**src/design/dcache_consts.svh**
```systemverilog
`ifndef DCACHE_CONSTS_SVH
`define DCACHE_CONSTS_SVH

// byte address width
`define DCACHE_ADDR_W 32

// line geometry
`define DCACHE_WORD_PER_LINE 8

// associativity of 2 or 4 for the tree pseudo-LRU
`define DCACHE_WAYS 4

// sets per way
`define DCACHE_SETS 16

// derived address fields
`define DCACHE_OFFSET_W $clog2(`DCACHE_WORD_PER_LINE)
`define DCACHE_INDEX_W $clog2(`DCACHE_SETS)

// two byte bits below the word offset
`define DCACHE_TAG_W (`DCACHE_ADDR_W - `DCACHE_INDEX_W - `DCACHE_OFFSET_W - 2)

`endif

```
**src/design/dcache_pkg.sv**
```systemverilog
`include "dcache_consts.svh"

package dcache_pkg;

	// data word as seen by the core
	typedef logic [31:0] word_t;

	// byte address
	typedef logic [`DCACHE_ADDR_W-1:0] addr_t;

	// one enable per byte lane
	typedef logic [3:0] byte_en_t;

	// tag ram entry
	typedef struct packed {
		logic valid;
		logic [`DCACHE_TAG_W-1:0] tag;
	} tag_entry_t;

	// a whole line, word 0 at the lowest address
	typedef word_t [`DCACHE_WORD_PER_LINE-1:0] line_t;

	typedef logic [$clog2(`DCACHE_WAYS)-1:0] way_t;

	typedef logic [`DCACHE_INDEX_W-1:0] index_t;

	typedef logic [`DCACHE_OFFSET_W-1:0] offset_t;

	// tree bits of one set
	typedef logic [`DCACHE_WAYS-2:0] plru_t;

endpackage

```
**src/design/dcache_ifs.sv**
```systemverilog


interface ctrl_port_if;
	logic evict_we;
	dcache_pkg::offset_t evict_offset;
	dcache_pkg::word_t evict_data;
	dcache_pkg::addr_t evict_addr;
	logic wb_start;
	logic rd_start;
	dcache_pkg::addr_t rd_addr;

	logic wb_busy;
	logic beat_valid;
	dcache_pkg::offset_t beat_offset;
	dcache_pkg::word_t beat_data;
	logic beat_last;

	modport ctrl (
		output evict_we, evict_offset, evict_data, evict_addr, wb_start, rd_start, rd_addr,
		input wb_busy, beat_valid, beat_offset, beat_data, beat_last
	);

	modport port (
		input evict_we, evict_offset, evict_data, evict_addr, wb_start, rd_start, rd_addr,
		output wb_busy, beat_valid, beat_offset, beat_data, beat_last
	);
endinterface

```
**src/design/dcache_mem_port.sv**
```systemverilog
`timescale 1ns/1ps

module dcache_mem_port (
	input logic i_clk,
	input logic i_rst,
	ctrl_port_if.port mp,
	output logic o_rd_req,
	output dcache_pkg::addr_t o_rd_addr,
	input logic i_rd_valid,
	input logic i_rd_last,
	input dcache_pkg::word_t i_rd_data,
	output logic o_wr_valid,
	output dcache_pkg::addr_t o_wr_addr,
	output dcache_pkg::line_t o_wr_line,
	input logic i_wr_done
);

	dcache_pkg::offset_t r_beat_cnt;
	// eviction line buffer
	dcache_pkg::line_t r_line;

	always_ff @(posedge i_clk) begin
		if (i_rst) begin
			o_rd_req <= 1'b0;
			o_wr_valid <= 1'b0;
			r_beat_cnt <= '0;
		end else begin
			o_rd_req <= mp.rd_start;
			if (mp.wb_start)
				o_wr_valid <= 1'b1;
			else if (i_wr_done)
				o_wr_valid <= 1'b0;
			// beats arrive in address order
			if (i_rd_valid)
				r_beat_cnt <= i_rd_last ? '0 : r_beat_cnt + 1'b1;
		end
	end

	always_ff @(posedge i_clk) begin
		if (mp.rd_start)
			o_rd_addr <= mp.rd_addr;
		if (mp.evict_we)
			r_line[mp.evict_offset] <= mp.evict_data;
		if (mp.wb_start)
			o_wr_addr <= mp.evict_addr;
	end

	assign o_wr_line = r_line;

	// busy already in the start cycle so the refill waits for it
	assign mp.wb_busy = o_wr_valid || mp.wb_start;

	assign mp.beat_valid = i_rd_valid;
	assign mp.beat_offset = r_beat_cnt;
	assign mp.beat_data = i_rd_data;
	assign mp.beat_last = i_rd_last;

	// refill never overtakes the pending eviction
	a_no_read_during_write: assert property (@(posedge i_clk) disable iff (i_rst)
		!(o_rd_req && o_wr_valid));

endmodule

```
**src/flat_wrapper.sv**
```systemverilog
// flat-port wrapper written by rule: the top's interface ports become plain ports
module dcache_mem_port_flat 
  (i_clk, i_rst, o_rd_req, o_rd_addr, i_rd_valid, i_rd_last, i_rd_data, o_wr_valid, o_wr_addr, o_wr_line, i_wr_done, mp_evict_we, mp_evict_offset, mp_evict_data, mp_evict_addr, mp_wb_start, mp_rd_start, mp_rd_addr, mp_wb_busy, mp_beat_valid, mp_beat_offset, mp_beat_data, mp_beat_last);
  ctrl_port_if mp_i ();
  input logic i_clk;
  input logic i_rst;
  output logic o_rd_req;
  output dcache_pkg::addr_t o_rd_addr;
  input logic i_rd_valid;
  input logic i_rd_last;
  input dcache_pkg::word_t i_rd_data;
  output logic o_wr_valid;
  output dcache_pkg::addr_t o_wr_addr;
  output dcache_pkg::line_t o_wr_line;
  input logic i_wr_done;
  input wire logic [$bits(mp_i.evict_we)-1:0] mp_evict_we;
  input wire logic [$bits(mp_i.evict_offset)-1:0] mp_evict_offset;
  input wire logic [$bits(mp_i.evict_data)-1:0] mp_evict_data;
  input wire logic [$bits(mp_i.evict_addr)-1:0] mp_evict_addr;
  input wire logic [$bits(mp_i.wb_start)-1:0] mp_wb_start;
  input wire logic [$bits(mp_i.rd_start)-1:0] mp_rd_start;
  input wire logic [$bits(mp_i.rd_addr)-1:0] mp_rd_addr;
  output wire logic [$bits(mp_i.wb_busy)-1:0] mp_wb_busy;
  output wire logic [$bits(mp_i.beat_valid)-1:0] mp_beat_valid;
  output wire logic [$bits(mp_i.beat_offset)-1:0] mp_beat_offset;
  output wire logic [$bits(mp_i.beat_data)-1:0] mp_beat_data;
  output wire logic [$bits(mp_i.beat_last)-1:0] mp_beat_last;
  assign mp_i.evict_we = mp_evict_we;
  assign mp_i.evict_offset = mp_evict_offset;
  assign mp_i.evict_data = mp_evict_data;
  assign mp_i.evict_addr = mp_evict_addr;
  assign mp_i.wb_start = mp_wb_start;
  assign mp_i.rd_start = mp_rd_start;
  assign mp_i.rd_addr = mp_rd_addr;
  assign mp_wb_busy = mp_i.wb_busy;
  assign mp_beat_valid = mp_i.beat_valid;
  assign mp_beat_offset = mp_i.beat_offset;
  assign mp_beat_data = mp_i.beat_data;
  assign mp_beat_last = mp_i.beat_last;
  dcache_mem_port u_core (.i_clk(i_clk), .i_rst(i_rst), .mp(mp_i), .o_rd_req(o_rd_req), .o_rd_addr(o_rd_addr), .i_rd_valid(i_rd_valid), .i_rd_last(i_rd_last), .i_rd_data(i_rd_data), .o_wr_valid(o_wr_valid), .o_wr_addr(o_wr_addr), .o_wr_line(o_wr_line), .i_wr_done(i_wr_done));
endmodule
```
**config.mk**
```make
export PLATFORM = sky130hd
export DESIGN_NAME = dcache_mem_port_flat
export DESIGN_NICKNAME = d
export VERILOG_FILES = /design/src/design/dcache_pkg.sv /design/src/design/dcache_ifs.sv /design/src/design/dcache_mem_port.sv /design/src/flat_wrapper.sv
export VERILOG_INCLUDE_DIRS = /design/src /design/src/design
export SDC_FILE = /design/constraint.sdc
export NUM_CORES = 1
export LEC_CHECK = 0
export ABC_AREA = 1
export BUFFER_PORTS_ARGS = -buffer_cell sky130_fd_sc_hd__buf_2
export CAP_MARGIN = 15
export CORE_AREA = 2 2 193 195
export DETAILED_ROUTE_END_ITERATION = 12
export DIE_AREA = 0 0 195 197
export GPL_TIMING_DRIVEN = 0
export PLACE_DENSITY = 0.57
export SLEW_MARGIN = 30
export SYNTH_ARGS = -nofsm -noshare
export SYNTH_HDL_FRONTEND = slang
export SYNTH_SLANG_ARGS = --single-unit
```
**constraint.sdc**
```tcl
create_clock -name i_clk -period 5.55 [get_ports i_clk]
set_clock_uncertainty 0.2 [all_clocks]
set_input_delay 1.3875 -clock i_clk [delete_from_list [all_inputs] [get_ports i_clk]]
set_output_delay 1.3875 -clock i_clk [all_outputs]
set_load 0.05 [all_outputs]
```
==> metrics.md <==
| Metric | Value |
|---|---|
| Synth Cell Area | 0.0101 mm2 |
| Initial DRC count | 236 |
| Post-CTS Setup Inserts | 0 |
| Die width | 195 um |
| Worst setup margin | 1510 ps |
| Lkg Pwr | 5.80 nW |
| Post-DP HPWL | 19.3 mm |
| CP top delay family | buffers and inverters |
| Max-cap viol count | 0 |
| Layout cells sized above 1 | 0.606 |
| Root Buffer | clkbuf_16 |
| CTS tree | yes |
| Worst-path cell chain | buf_2 > or2_2 > buf_2 |
| Critical Path RT | 3960 ps |
| WP buf/inv | 2 |
| Final hold violations | 0 |
| Largest net degree at the start of global routing | 35 |
| Number of placed I/O pins | 499 |
| Yosys warnings | 0 |
| Worst-skew pair later-pin latency | 500 ps |
| Status | complete, no violations |
| Critical Path Slowest Stage Cell | buf_2 |
| CP Capture Type | output pin |
| Slew Viols, Final | 0 |
| Max IR drop VDD | 0.187 mV |
| # setup viols final | 0 |
| IO buf count | 466 |
| Hold Buf Count CTS | 0 |
| Fin Setup TNS | 0 ps |
| Crit path largest cell delay | 580 ps |
| Post-cts sizing count | 0 |
| Nets | 1060 |
| Mapped Cells | 404 |
| Worst-margin pin slew | 755 ps |
| Initial antenna violation count | 0 |
| H-Tree Depth | 2 |
| Clock-pin slew on the worst setup and hold paths | 50 ps |
| Drt pass-1 iters | 4 |
| Antenna Violating Nets Remaining | 0 |
| Final period demand of the worst path | 4040 ps |
| Most used cell, CP | buf_2 |
| Clk buf depth | 3 |
| Via/cell ratio | 4.01 |
| Starting Density | 0.280 |
| Critical path class | primary input to output pin |
| FF+latch count, synth | 325 |
| Syn Nets | 544 |
| CTS Buf Count | 34 |
| Vias in the first global route | 5622 |
| Core area | 0.0363 mm2 |
| DR WL/cell | 18.3 um |
| Final worst path period share | 0.728 |
| # DRC | 0 |
| Die area | 0.0384 mm2 |
| Register area share after synthesis | 0.957 |
| Sw Share | 0.251 |
| Place WS | 1500 ps |
| Ant. Diodes | 0 |
| RSZ-0062 raised after global routing | false |
| Most frequent cells in the layout | 466 x buf_2, 320 x edfxtp_1, 34 x buf_4, 34 x clkbuf_16, 17 x nand2_1 |
| Min-delay worst type | register to register |
| Row count | 70 |
| Net load switching power | 0.00143 W |
| Data arrival, critical path | 2450 ps |
| Via count | 5659 |
| Max_slew headroom | 0.497 |
| P_int | 0.00425 W |
| First-pass GRT wire length | 36.2 mm |
| Layout area overhead | 43.7% |
| FMAX | 248 MHz |
| Yosys cell types | 10 |
| CTS sink cnt | 325 |
| Combinational Power Share | 0.113 |
| Die Span Y | 197 um |
| Congestion Overflow GR | 0 |
| GPL Wtd Cong | 0.731 |
| Aggregate routed wire length | 25.9 mm |
| Crit-path max FO | 34 |
| Global Route Usage Sum | 0.127 |
| PwrDens | 390 mW/mm2 |
| Type of origin of the critical path | primary input |
| Avg Inst Size Synth | 25.1 um2 |
| Fill cells | 3334 |
| Clock power frac | 0.389 |
| Register share of total power | 0.498 |
| Most common cell after layout, fill and taps aside | buf_2 |
## final timing paths
kind / depth (start not counted) / slack [ps] / to / startpoint
setup / recovery: 3 / 1510 / mp_wb_busy / mp_wb_start
hold / removal: 3 / 340 / u_core.mp.beat_offset[2] / u_core.mp.beat_offset[2]
setup reg to reg: 5 / 4430 / u_core.mp.beat_offset[1] / u_core.mp.beat_offset[0]
hold reg to reg: 3 / 340 / u_core.mp.beat_offset[2] / u_core.mp.beat_offset[2]
## synthesized netlist by cell type
master,count,area share
a21oi_1,1,0.00049
nor2_1,13,0.0048
nand3_1,1,0.00049
dfxtp_1,5,0.0099
buf_4,34,0.025
inv_1,11,0.0041
nand2_1,17,0.0063
edfxtp_1,320,0.95
ha_1,1,0.0012
or2_2,1,0.00062
## metal layers
metal  track usage  vias to the layer above  part of all wire  routed length (um)
li1              -                     2556                 -                   -
met1         0.146                     2796              0.38                9810
met2         0.224                      263              0.52               13600
met3        0.0344                       44             0.069                1780
met4        0.0517                        0             0.028                 719
met5             0                        -                 0                   0
## flip-flops by register name, indices dropped and copies added (netlist names)
name / count
u_core.o_wr_valid: 1
u_core.o_rd_req: 1
u_core.o_wr_addr: 32
u_core.o_wr_line: 256
u_core.o_rd_addr: 32
u_core.mp.beat_offset: 3
## worst min-delay path, delay by kind of cell, from the launching register on
family | cells | cell delay (ps)
flip-flops | 1 | 320
AND/OR/NAND/NOR | 3 | 180
## cell families (layout without fill, tap and decap cells)
family | count (synthesis) | in the layout | share of synthesized area
compound gates | 1 | 1 | 0.000493
fa+ha+maj | 1 | 1 | 0.00123
buf+inv | 45 | 585 | 0.0292
flops | 325 | 325 | 0.957
simple gates | 32 | 32 | 0.0122
## power groups by stage
stage | clock [W] | combinational [W] | sequential, W
2_1_floorplan | 0 | 0.0000883 | 0.00323
3_3_place_gp | 0 | 0.000625 | 0.00288
3_5_place_dp | 0 | 0.000650 | 0.00288
4_1_cts | 0.00227 | 0.000651 | 0.00283
5_1_grt | 0.00237 | 0.000667 | 0.00284
6_report | 0.00221 | 0.000645 | 0.00283
## per-stage QoR
| step | power, W | util | cells | cell area [um2] | hold slack, ps |
|---|---|---|---|---|---|
| after floorplan | 0.00332 | - | 404 | 10100 | 535 |
| after global placement | 0.00351 | 0.360 | 1338 | 13100 | 311 |
| after detailed placement | 0.00353 | 0.372 | 1352 | 13500 | 326 |
| after CTS | 0.00575 | 0.402 | 1412 | 14600 | 335 |
| after global routing | 0.00587 | 0.402 | 1412 | 14600 | 363 |
| final | 0.00568 | 0.402 | 1412 | 14600 | 335 |
## cell type report
class / count / area, um2 / area share
flip-flops and latches: 325 / 9710 / 0.666
well taps: 468 / 586 / 0.0402
plain buffers: 34 / 255 / 0.0175
inverters: 11 / 41.3 / 0.00283
repair buffers: 480 / 2690 / 0.185
clock buffers: 39 / 870 / 0.0596
clock inverters: 21 / 228 / 0.0156
multi-input cells: 34 / 201 / 0.0138
No activity file was read; power rests on OpenSTA's default activity.
