--- src/design/dcache_consts.svh ---
`ifndef DCACHE_CONSTS_SVH
`define DCACHE_CONSTS_SVH

// byte address width
`define DCACHE_ADDR_W 32

// line geometry
`define DCACHE_WORD_PER_LINE 8

// associativity of 2 or 4 for the tree pseudo-LRU
`define DCACHE_WAYS 4

// sets per way
`define DCACHE_SETS 16

// derived address fields
`define DCACHE_OFFSET_W $clog2(`DCACHE_WORD_PER_LINE)
`define DCACHE_INDEX_W $clog2(`DCACHE_SETS)

// two byte bits below the word offset
`define DCACHE_TAG_W (`DCACHE_ADDR_W - `DCACHE_INDEX_W - `DCACHE_OFFSET_W - 2)

`endif

--- src/design/dcache_pkg.sv ---
`include "dcache_consts.svh"

package dcache_pkg;

	// data word as seen by the core
	typedef logic [31:0] word_t;

	// byte address
	typedef logic [`DCACHE_ADDR_W-1:0] addr_t;

	// one enable per byte lane
	typedef logic [3:0] byte_en_t;

	// tag ram entry
	typedef struct packed {
		logic valid;
		logic [`DCACHE_TAG_W-1:0] tag;
	} tag_entry_t;

	// a whole line, word 0 at the lowest address
	typedef word_t [`DCACHE_WORD_PER_LINE-1:0] line_t;

	typedef logic [$clog2(`DCACHE_WAYS)-1:0] way_t;

	typedef logic [`DCACHE_INDEX_W-1:0] index_t;

	typedef logic [`DCACHE_OFFSET_W-1:0] offset_t;

	// tree bits of one set
	typedef logic [`DCACHE_WAYS-2:0] plru_t;

endpackage

--- src/design/dcache_ifs.sv ---
`timescale 1ns/1ps

interface lookup_miss_if;
	// lookup side
	logic miss;
	dcache_pkg::addr_t miss_addr;
	dcache_pkg::way_t victim_way;
	dcache_pkg::tag_entry_t victim_tag;
	// word of the way being read out
	dcache_pkg::word_t rd_data;

	// controller side
	logic stall;
	logic ram_busy;
	dcache_pkg::index_t rd_index;
	dcache_pkg::offset_t rd_offset;
	logic fill_we;
	dcache_pkg::way_t fill_way;
	dcache_pkg::index_t fill_index;
	dcache_pkg::offset_t fill_offset;
	dcache_pkg::word_t fill_data;
	logic tag_we;
	dcache_pkg::way_t tag_way;
	dcache_pkg::index_t tag_index;
	dcache_pkg::tag_entry_t tag_data;

	modport lookup (
		output miss, miss_addr, victim_way, victim_tag, rd_data,
		input stall, ram_busy, rd_index, rd_offset,
		input fill_we, fill_way, fill_index, fill_offset, fill_data,
		input tag_we, tag_way, tag_index, tag_data
	);

	modport ctrl (
		input miss, miss_addr, victim_way, victim_tag, rd_data,
		output stall, ram_busy, rd_index, rd_offset,
		output fill_we, fill_way, fill_index, fill_offset, fill_data,
		output tag_we, tag_way, tag_index, tag_data
	);
endinterface

interface ctrl_port_if;
	logic evict_we;
	dcache_pkg::offset_t evict_offset;
	dcache_pkg::word_t evict_data;
	dcache_pkg::addr_t evict_addr;
	logic wb_start;
	logic rd_start;
	dcache_pkg::addr_t rd_addr;

	logic wb_busy;
	logic beat_valid;
	dcache_pkg::offset_t beat_offset;
	dcache_pkg::word_t beat_data;
	logic beat_last;

	modport ctrl (
		output evict_we, evict_offset, evict_data, evict_addr, wb_start, rd_start, rd_addr,
		input wb_busy, beat_valid, beat_offset, beat_data, beat_last
	);

	modport port (
		input evict_we, evict_offset, evict_data, evict_addr, wb_start, rd_start, rd_addr,
		output wb_busy, beat_valid, beat_offset, beat_data, beat_last
	);
endinterface

--- src/design/dcache_miss_ctrl.sv ---
`timescale 1ns/1ps
`include "dcache_consts.svh"

module dcache_miss_ctrl (
	input logic i_clk,
	input logic i_rst,
	lookup_miss_if.ctrl lk,
	ctrl_port_if.ctrl mp
);

	localparam int IDX_LSB = 2 + `DCACHE_OFFSET_W;

	typedef enum logic [2:0] {
		S_SWEEP,
		S_IDLE,
		S_EVICT_WAIT,
		S_EVICT_READ,
		S_WRITE_WAIT,
		S_REQUEST,
		S_RECEIVE
	} state_t;

	state_t r_state;
	state_t w_state;
	// top bit marks the settle cycle after the last set
	logic [`DCACHE_INDEX_W:0] r_sweep_cnt;
	dcache_pkg::offset_t r_rd_cnt;
	logic r_evict_we;
	dcache_pkg::offset_t r_evict_off;
	dcache_pkg::addr_t r_miss_addr;
	dcache_pkg::way_t r_way;
	dcache_pkg::tag_entry_t r_victim;
	dcache_pkg::index_t w_index;
	logic w_sweeping;
	logic w_fill_done;

	assign w_index = r_miss_addr[IDX_LSB +: `DCACHE_INDEX_W];
	assign w_sweeping = (r_state == S_SWEEP) && !r_sweep_cnt[`DCACHE_INDEX_W];
	assign w_fill_done = (r_state == S_RECEIVE) && mp.beat_valid && mp.beat_last;

	always_comb begin
		w_state = r_state;
		case (r_state)
			S_SWEEP: begin
				if (r_sweep_cnt[`DCACHE_INDEX_W])
					w_state = S_IDLE;
			end
			S_IDLE: begin
				// an invalid victim skips the read-out
				if (lk.miss)
					w_state = lk.victim_tag.valid ? S_EVICT_WAIT : S_WRITE_WAIT;
			end
			S_EVICT_WAIT: begin
				if (!mp.wb_busy)
					w_state = S_EVICT_READ;
			end
			S_EVICT_READ: begin
				if (r_rd_cnt == '1)
					w_state = S_WRITE_WAIT;
			end
			S_WRITE_WAIT: begin
				// refill only after the victim has reached memory
				if (!mp.wb_busy)
					w_state = S_REQUEST;
			end
			S_REQUEST: begin
				w_state = S_RECEIVE;
			end
			S_RECEIVE: begin
				if (w_fill_done)
					w_state = S_IDLE;
			end
			default: begin
				w_state = S_IDLE;
			end
		endcase
	end

	always_ff @(posedge i_clk) begin
		if (i_rst) begin
			r_state <= S_SWEEP;
			r_sweep_cnt <= '0;
			r_rd_cnt <= '0;
			r_evict_we <= 1'b0;
		end else begin
			r_state <= w_state;
			if (r_state == S_SWEEP)
				r_sweep_cnt <= r_sweep_cnt + 1'b1;
			if (r_state == S_EVICT_READ)
				r_rd_cnt <= r_rd_cnt + 1'b1;
			// ram data shows up one cycle after the read
			r_evict_we <= (r_state == S_EVICT_READ);
		end
	end

	always_ff @(posedge i_clk) begin
		r_evict_off <= r_rd_cnt;
		if ((r_state == S_IDLE) && lk.miss) begin
			r_miss_addr <= lk.miss_addr;
			r_way <= lk.victim_way;
			r_victim <= lk.victim_tag;
		end
	end

	assign lk.stall = (r_state != S_IDLE) || lk.miss;
	assign lk.ram_busy = (r_state == S_EVICT_READ);
	assign lk.rd_index = w_index;
	assign lk.rd_offset = r_rd_cnt;

	assign lk.fill_we = mp.beat_valid;
	assign lk.fill_way = r_way;
	assign lk.fill_index = w_index;
	assign lk.fill_offset = mp.beat_offset;
	assign lk.fill_data = mp.beat_data;

	assign lk.tag_we = w_sweeping || w_fill_done;
	assign lk.tag_way = r_way;
	assign lk.tag_index = w_sweeping ? r_sweep_cnt[`DCACHE_INDEX_W-1:0] : w_index;
	assign lk.tag_data = w_sweeping ? '0 :
		{1'b1, r_miss_addr[`DCACHE_ADDR_W-1 -: `DCACHE_TAG_W]};

	assign mp.evict_we = r_evict_we;
	assign mp.evict_offset = r_evict_off;
	assign mp.evict_data = lk.rd_data;
	assign mp.evict_addr = {r_victim.tag, w_index, {IDX_LSB{1'b0}}};
	// start with the last word so the buffer is complete when the write shows
	assign mp.wb_start = r_evict_we && (r_evict_off == '1);
	assign mp.rd_start = (r_state == S_REQUEST);
	assign mp.rd_addr = {r_miss_addr[`DCACHE_ADDR_W-1:IDX_LSB], {IDX_LSB{1'b0}}};

	// memory sends beats only for a request it was given
	a_fill_in_receive: assert property (@(posedge i_clk) disable iff (i_rst)
		lk.fill_we |-> (r_state == S_RECEIVE));

endmodule

--- src/flat_wrapper.sv ---
// flat-port wrapper written by rule: the top's interface ports become plain ports
module dcache_miss_ctrl_flat 
  (i_clk, i_rst, lk_miss, lk_miss_addr, lk_victim_way, lk_victim_tag, lk_rd_data, lk_stall, lk_ram_busy, lk_rd_index, lk_rd_offset, lk_fill_we, lk_fill_way, lk_fill_index, lk_fill_offset, lk_fill_data, lk_tag_we, lk_tag_way, lk_tag_index, lk_tag_data, mp_evict_we, mp_evict_offset, mp_evict_data, mp_evict_addr, mp_wb_start, mp_rd_start, mp_rd_addr, mp_wb_busy, mp_beat_valid, mp_beat_offset, mp_beat_data, mp_beat_last);
  lookup_miss_if lk_i ();
  ctrl_port_if mp_i ();
  input logic i_clk;
  input logic i_rst;
  input wire logic [$bits(lk_i.miss)-1:0] lk_miss;
  input wire logic [$bits(lk_i.miss_addr)-1:0] lk_miss_addr;
  input wire logic [$bits(lk_i.victim_way)-1:0] lk_victim_way;
  input wire logic [$bits(lk_i.victim_tag)-1:0] lk_victim_tag;
  input wire logic [$bits(lk_i.rd_data)-1:0] lk_rd_data;
  output wire logic [$bits(lk_i.stall)-1:0] lk_stall;
  output wire logic [$bits(lk_i.ram_busy)-1:0] lk_ram_busy;
  output wire logic [$bits(lk_i.rd_index)-1:0] lk_rd_index;
  output wire logic [$bits(lk_i.rd_offset)-1:0] lk_rd_offset;
  output wire logic [$bits(lk_i.fill_we)-1:0] lk_fill_we;
  output wire logic [$bits(lk_i.fill_way)-1:0] lk_fill_way;
  output wire logic [$bits(lk_i.fill_index)-1:0] lk_fill_index;
  output wire logic [$bits(lk_i.fill_offset)-1:0] lk_fill_offset;
  output wire logic [$bits(lk_i.fill_data)-1:0] lk_fill_data;
  output wire logic [$bits(lk_i.tag_we)-1:0] lk_tag_we;
  output wire logic [$bits(lk_i.tag_way)-1:0] lk_tag_way;
  output wire logic [$bits(lk_i.tag_index)-1:0] lk_tag_index;
  output wire logic [$bits(lk_i.tag_data)-1:0] lk_tag_data;
  output wire logic [$bits(mp_i.evict_we)-1:0] mp_evict_we;
  output wire logic [$bits(mp_i.evict_offset)-1:0] mp_evict_offset;
  output wire logic [$bits(mp_i.evict_data)-1:0] mp_evict_data;
  output wire logic [$bits(mp_i.evict_addr)-1:0] mp_evict_addr;
  output wire logic [$bits(mp_i.wb_start)-1:0] mp_wb_start;
  output wire logic [$bits(mp_i.rd_start)-1:0] mp_rd_start;
  output wire logic [$bits(mp_i.rd_addr)-1:0] mp_rd_addr;
  input wire logic [$bits(mp_i.wb_busy)-1:0] mp_wb_busy;
  input wire logic [$bits(mp_i.beat_valid)-1:0] mp_beat_valid;
  input wire logic [$bits(mp_i.beat_offset)-1:0] mp_beat_offset;
  input wire logic [$bits(mp_i.beat_data)-1:0] mp_beat_data;
  input wire logic [$bits(mp_i.beat_last)-1:0] mp_beat_last;
  assign lk_i.miss = lk_miss;
  assign lk_i.miss_addr = lk_miss_addr;
  assign lk_i.victim_way = lk_victim_way;
  assign lk_i.victim_tag = lk_victim_tag;
  assign lk_i.rd_data = lk_rd_data;
  assign lk_stall = lk_i.stall;
  assign lk_ram_busy = lk_i.ram_busy;
  assign lk_rd_index = lk_i.rd_index;
  assign lk_rd_offset = lk_i.rd_offset;
  assign lk_fill_we = lk_i.fill_we;
  assign lk_fill_way = lk_i.fill_way;
  assign lk_fill_index = lk_i.fill_index;
  assign lk_fill_offset = lk_i.fill_offset;
  assign lk_fill_data = lk_i.fill_data;
  assign lk_tag_we = lk_i.tag_we;
  assign lk_tag_way = lk_i.tag_way;
  assign lk_tag_index = lk_i.tag_index;
  assign lk_tag_data = lk_i.tag_data;
  assign mp_evict_we = mp_i.evict_we;
  assign mp_evict_offset = mp_i.evict_offset;
  assign mp_evict_data = mp_i.evict_data;
  assign mp_evict_addr = mp_i.evict_addr;
  assign mp_wb_start = mp_i.wb_start;
  assign mp_rd_start = mp_i.rd_start;
  assign mp_rd_addr = mp_i.rd_addr;
  assign mp_i.wb_busy = mp_wb_busy;
  assign mp_i.beat_valid = mp_beat_valid;
  assign mp_i.beat_offset = mp_beat_offset;
  assign mp_i.beat_data = mp_beat_data;
  assign mp_i.beat_last = mp_beat_last;
  dcache_miss_ctrl u_core (.i_clk(i_clk), .i_rst(i_rst), .lk(lk_i), .mp(mp_i));
endmodule
--- config.mk ---
export PLATFORM = sky130hd
export DESIGN_NAME = dcache_miss_ctrl_flat
export DESIGN_NICKNAME = d
export VERILOG_FILES = /design/src/design/dcache_pkg.sv /design/src/design/dcache_ifs.sv /design/src/design/dcache_miss_ctrl.sv /design/src/flat_wrapper.sv
export VERILOG_INCLUDE_DIRS = /design/src /design/src/design
export SDC_FILE = /design/constraint.sdc
export NUM_CORES = 1
export LEC_CHECK = 0
export ABC_CLOCK_PERIOD_IN_PS = 11400
export BUFFER_PORTS_ARGS = -buffer_cell sky130_fd_sc_hd__buf_2
export CORE_AREA = 3 3 120 122
export CTS_CLUSTER_DIAMETER = 200
export CTS_CLUSTER_SIZE = 30
export DETAILED_ROUTE_END_ITERATION = 8
export DIE_AREA = 0 0 123 125
export PLACE_DENSITY_LB_ADDON = 0.12
export SKIP_CTS_REPAIR_TIMING = 1
export SLEW_MARGIN = 30
export SYNTH_ARGS = -nofsm -noshare
export SYNTH_HDL_FRONTEND = slang
export SYNTH_SLANG_ARGS = --single-unit
--- constraint.sdc ---
create_clock -name i_clk -period 11.4 [get_ports i_clk]
set_clock_uncertainty 0.1 [all_clocks]
set_input_delay 2.28 -clock i_clk [delete_from_list [all_inputs] [get_ports i_clk]]
set_output_delay 2.28 -clock i_clk [all_outputs]
set_load 0.05 [all_outputs]
==> results of run 1 <==
-- per-stage QoR --
step                      setup WS, ns  power [W]  cells
after floorplan                   4.70   0.000769    273
after detailed placement          5.91   0.000798    516
final                             5.91    0.00110    532
after global placement            5.92   0.000799    516
after CTS                         5.91    0.00112    532
after global routing              5.89    0.00116    532
-- power groups by stage --
stage | clock, W | combinational, W | sequential, W
after floorplan | 0 | 0.000390 | 0.000379
after global placement | 0 | 0.000468 | 0.000330
after detailed placement | 0 | 0.000467 | 0.000331
after CTS | 0.000329 | 0.000468 | 0.000326
after global routing | 0.000338 | 0.000488 | 0.000331
final | 0.000317 | 0.000459 | 0.000325
-- flip-flops by register name, indices dropped and copies added (netlist names) --
name	count
u_core.r_miss_addr	27
u_core.mp.evict_addr	23
u_core.mp.evict_offset	3
u_core.r_sweep_cnt	5
u_core.lk.fill_way	2
u_core.lk.rd_offset	3
u_core.r_state	3
u_core.mp.evict_we	1
-- cells in the mapped netlist, drive strengths merged (2+ instances only) --
library cell,instances,area (µm²)
nor2b,23,144
a311oi,2,23.8
nor3,2,15.0
edfxtp,52,1560
o21ai,3,15.0
nand2,7,28.8
ha,4,50.1
dfxtp,15,300
nand4,3,18.8
nor2,15,72.6
a21oi,6,33.8
clkbuf,3,11.3
xor2,4,35.0
buf,97,722
inv,5,18.8
mux2,4,45.0
mux2i,5,50.1
nand2b,4,25.0
-- critical path, cell delays in order --
cell	delay, ns
buf_2	0.11
or4b_4	0.48
buf_2	0.23
-- area by class of cell --
| class | instances | share of cell area, % |
|---|---|---|
| Multi-Input combinational cell | 101 | 17.3 |
| Sequential cell | 67 | 46.9 |
| Clock buffer | 9 | 5.68 |
| Timing Repair Buffer | 167 | 21.2 |
| Clock inverter | 7 | 2.93 |
| Tap cell | 176 | 5.55 |
| Inverter | 5 | 0.473 |
-- metal layers --
metal | vias to the layer above | routed length (µm) | track usage (%)
met5 | - | 0 | 0
met1 | 878 | 2830 | 11.0
met2 | 132 | 4850 | 20.0
li1 | 962 | - | -
met3 | 34 | 1550 | 8.13
met4 | 0 | 405 | 7.10
-- kinds of logic after synthesis --
kind of cell	after synthesis
flip-flops	67
adder cells (fa/ha/maj)	4
multiplexers	9
buffers and inverters	105
XOR/XNOR	5
other	1
AO/OA/AOI/OAI	14
AND/OR/NAND/NOR	59
-- worst paths after layout --
check	start	end	slack (ns)	cells past startpoint
hold reg to reg	u_core.lk.rd_offset[1]	u_core.mp.evict_offset[1]	0.29	0
setup reg to reg	u_core.r_state[0]	u_core.mp.evict_addr[10]	9.23	3
setup / recovery	lk_miss	lk_stall	5.91	3
hold / removal	u_core.lk.rd_offset[1]	u_core.mp.evict_offset[1]	0.29	0
==> impl_metrics.csv, run 1 <==
group,metric,value,unit
clocking,h-tree-depth,3,
clocking,clkTransAtPathRegs,0.06,ns
job,cap_violations,0,
sta,max_freq,0.182,GHz
setup_path,critPathMaxFanout,2,
cells_and_area,multi_input_area,684,µm²
clocking,clock_sinks,67,
drt,drt-pass1-iter-count,4,
yosys,synth-edff-count,52,
cells_and_area,layout_common_cells,"165 x buf_2, 52 x edfxtp_1, 23 x nor2b_1",
power_and_ir_drop,internal_power,0.000616,W
clocking,cts_root_buf,"clkbuf_16",
global_routing,grt_max_degree,35,
power_and_ir_drop,pwr-share-clk,28.8,%
floorplanning,core,0.0133,mm²
yosys,synth_ff_type,"edfxtp_1",
sta,slew_headroom,58.6,%
drt,drc,0,
yosys,synthCells,264,
yosys,yosys_warnings,0,
sta,slew_viol_final,0,
clocking,clk_latency,0.33,ns
yosys,synthAdderAreaFrac,1.54,%
cells_and_area,syn2layout_area_growth,21.7,%
yosys,synth-simple-area-share,10.8,%
setup_path,cp.required,9.02,ns
drt,drt_wl_total,9630,µm
cells_and_area,fill_cells,1375,
cells_and_area,seqCellArea,0.00186,mm²
yosys,netlist_area,0.00326,mm²
sta,hold_viol,0,
worst_hold_path,hold_path_class,"reg2reg",
global_routing,grt_pass1_wl,13400,µm
cells_and_area,diodes,0,
sta,period_share,48.1,%
floorplanning,io_pins,315,
setup_path,start_kind,"primary input",
cells_and_area,drive_above_1_share,55.1,%
yosys,async_flop_share,0,%
yosys,synth_top_family_by_area,"buffers and inverters",
cells_and_area,fin_util,29.8,%
power_and_ir_drop,p_leak,1.79,nW
floorplanning,initial_core_util,24.5,%
yosys,syn_area_per_cell,12.3,µm²
yosys,yosysSeqAreaShare,57.1,%
place,dp_hpwl,7790,µm
yosys,synthXorXnorAreaFrac,1.34,%
drt,ant_nets,0,
floorplanning,rows,42,
sta,tns,0,ns
power_and_ir_drop,seqPwrFrac,29.5,%
cells_and_area,fin_nets,486,
sta,hold_slack,0.291,ns
global_routing,antenna_found_initial,0,
global_routing,grt_pass1_vias,2090,
drt,drt_iter0_drc,38,
outcome,outcome,"finished clean",
sta,rsz0062_at_grt,"no",
power_and_ir_drop,switching_power,0.000486,W
clocking,cts_buffers,9,
setup_path,crit_arrival,3.11,ns
drt,wl_per_cell,18.1,µm
drt,num_vias,2006,
floorplanning,dieArea,0.0154,mm²
power_and_ir_drop,share_comb_of_total_power,41.7,%
yosys,muxShareOfSynthArea,2.92,%
clocking,cts_max_path_buffers,2,
drt,vias_per_cell,3.77,
sta,min_period,5.49,ns
global_routing,gr-total-overflow,0,
cells_and_area,design_area,0.00397,mm²
yosys,ys_ff_latch,67,
global_routing,grt_usage,12.1,%
yosys,synth_compound_area_share,3.11,%
floorplanning,die_w,123,µm
place,numPortBuffers,165,
place,gp_congestion,0.685,
clocking,cts_tree,"done",
floorplanning,dieHeight,125,µm
sta,setup_viol,0,
place,postPlaceCellArea,0.00363,mm²
sta,worst_slew_pin_slew,0.620,ns
power_and_ir_drop,power_switching_share,44.1,%
setup_path,end_kind,"output pin",
cells_and_area,final_common_cell,"buf_2",
yosys,synth_cell_types,35,
power_and_ir_drop,peakVddDrop,0.0895,mV
power_and_ir_drop,power_density,278,mW/mm²
setup_path,worst-setup-path-type,"in2out",
No activity file was read; power rests on OpenSTA's default activity.
==> inputs of run 2 (changes only) <==
ABC_CLOCK_PERIOD_IN_PS = 4800   (was 11400)
clock period = 4.8 ns   (was 11.4 ns; I/O delays follow)
==> run 2 against run 1 <==
Critical endpoint is now lk_tag_index[2]; register-to-register slack got worse by 7.1 ns; core utilization fell by 0.17 points; combinational power up 140%.
==> impl_metrics.csv, run 2 (synthesized netlist as in run 1, its figures left out) <==
group,metric,value,unit
clocking,clkTransAtPathRegs,0.06,ns
floorplanning,io_pins,315,
global_routing,grt_usage,12.2,%
setup_path,worst-setup-path-type,"reg2out",
setup_path,r2r-end,"u_core.mp.evict_addr[10]",
clocking,h-tree-depth,3,
sta,worst_slew_pin_slew,0.663,ns
clocking,cts_root_buf,"clkbuf_16",
power_and_ir_drop,pwr-share-clk,27.5,%
sta,slew_viol_final,0,
power_and_ir_drop,peakVddDrop,0.241,mV
floorplanning,dieHeight,125,µm
floorplanning,dieArea,0.0154,mm²
drt,drt_iter0_drc,76,
sta,period_share,69.6,%
cells_and_area,fill_cells,1385,
cells_and_area,final_common_cell,"buf_2",
clocking,clk_latency,0.33,ns
power_and_ir_drop,share_comb_of_total_power,42.4,%
setup_path,cp-startpoint,"u_core.r_state[1]",
drt,drt-pass1-iter-count,4,
drt,drt_wl_total,9550,µm
sta,tns,0,ns
clocking,clock_sinks,67,
setup_path,worstReg2RegStart,"u_core.r_state[0]",
job,cap_violations,0,
cells_and_area,largest_register_ffs,27,
cells_and_area,instances_no_fill,531,
sta,rsz0062_at_grt,"no",
sta,hold_viol,0,
global_routing,antenna_found_initial,0,
sta,min_period,3.34,ns
power_and_ir_drop,power_switching_share,44.8,%
floorplanning,core,0.0133,mm²
place,dp_cells,515,
sta,max_freq,0.299,GHz
drt,num_vias,2035,
place,numPortBuffers,165,
global_routing,grt_pass1_wl,13300,µm
global_routing,grt_max_degree,43,
clocking,cts_tree,"done",
floorplanning,initial_core_util,24.5,%
sta,setup_viol,0,
cells_and_area,fin_nets,485,
floorplanning,rows,42,
place,postPlaceCellArea,0.00362,mm²
drt,vias_per_cell,3.83,
sta,slew_headroom,55.7,%
setup_path,cp.required,3.74,ns
setup_path,critPathMaxFanout,28,
cells_and_area,layout_common_cells,"165 x buf_2, 52 x edfxtp_1, 23 x nor2b_1",
drt,wl_per_cell,18.0,µm
cells_and_area,design_area,0.00395,mm²
setup_path,rr_worst_depth,3,
worst_hold_path,hold_path_class,"reg2reg",
cells_and_area,diodes,0,
cells_and_area,largest-register,"u_core.r_miss_addr",
outcome,outcome,"finished clean",
place,gp_congestion,0.715,
clocking,cts_buffers,9,
setup_path,start_kind,"register",
power_and_ir_drop,switching_power,0.00115,W
power_and_ir_drop,power_density,653,mW/mm²
cells_and_area,drive_above_1_share,54.9,%
global_routing,grt_pass1_vias,2046,
drt,drc,0,
clocking,cts_max_path_buffers,2,
power_and_ir_drop,internal_power,0.00142,W
setup_path,end_kind,"output pin",
setup_path,crit_arrival,2.28,ns
global_routing,gr-total-overflow,0,
setup_path,rrSetupSlack,2.12,ns
setup_path,cp-endpoint,"lk_tag_index[2]",
cells_and_area,syn2layout_area_growth,21.0,%
place,dp_hpwl,7680,µm
power_and_ir_drop,p_leak,1.77,nW
floorplanning,die_w,123,µm
drt,ant_nets,0,
power_and_ir_drop,seqPwrFrac,30.0,%
[run 2: cell types whose count changed in the layout (fill, tap and decap cells not counted)]
cell	previous run	this run
clkinv_2	1	2
nor3b_4	0	1
clkbuf_1	0	1
nor3b_2	1	0
bufinv_16	3	2
clkinv_4	2	0
buf_4	2	1
clkinvlp_4	0	1
clkbuf_8	0	1
clkinv_1	1	0
[run 2: worst min path at each step]
stage | cells past startpoint | end | startpoint | slack [ns]
after floorplan | 2 | u_core.r_sweep_cnt[3] | u_core.r_sweep_cnt[3] | 0.40
after global placement | 0 | u_core.mp.evict_offset[1] | u_core.lk.rd_offset[1] | 0.28
final | 0 | u_core.mp.evict_offset[1] | u_core.lk.rd_offset[1] | 0.29
after CTS | 0 | u_core.mp.evict_offset[1] | u_core.lk.rd_offset[1] | 0.29
after global routing | 0 | u_core.mp.evict_offset[1] | u_core.lk.rd_offset[1] | 0.30
after detailed placement | 0 | u_core.mp.evict_offset[1] | u_core.lk.rd_offset[1] | 0.28
[run 2: area by class of cell]
class                   count  area [µm²]  share of cell area (%)
clock buffers              11         243                    6.15
clock inverters             5        77.6                    1.97
inverters                   5        18.8                   0.476
multi-input cells         101         691                    17.5
flip-flops and latches     67        1860                    47.2
well taps                 176         220                    5.58
repair buffers            166         833                    21.1
[run 2: worst max-delay path, cell delays in order (launching register included)]
cell	delay (ns)
dfxtp_1	0.51
or3_4	0.46
nor2_8	0.35
mux2_2	0.38
buf_2	0.21
[run 2: power groups by stage]
| stage | clock (W) | combinational, W | sequential (W) |
|---|---|---|---|
| 2_1_floorplan | 0 | 0.000927 | 0.000895 |
| 3_3_place_gp | 0 | 0.00112 | 0.000785 |
| 3_5_place_dp | 0 | 0.00111 | 0.000786 |
| 4_1_cts | 0.000735 | 0.00112 | 0.000775 |
| 5_1_grt | 0.000759 | 0.00116 | 0.000784 |
| 6_report | 0.000710 | 0.00109 | 0.000774 |
[run 2: per-stage QoR]
| step | setup slack (ns) | total power, W | utilization, % | hold WS (ns) |
|---|---|---|---|---|
| 4_1_cts | 1.38 | 0.00263 | 29.7 | 0.290 |
| 2_1_floorplan | 1.26 | 0.00182 | - | 0.396 |
| 3_5_place_dp | 1.77 | 0.00190 | 27.3 | 0.282 |
| 3_3_place_gp | 1.77 | 0.00190 | 27.3 | 0.281 |
| 5_1_grt | 1.30 | 0.00271 | 29.7 | 0.300 |
| 6_report | 1.46 | 0.00258 | 29.7 | 0.287 |
[run 2: metal layers]
layer	track usage, %	vias to the layer above	routed length (µm)
li1	-	954	-
met1	11.2	897	2810
met2	19.8	143	4820
met3	7.45	41	1390
met4	8.27	0	518
met5	0	-	0
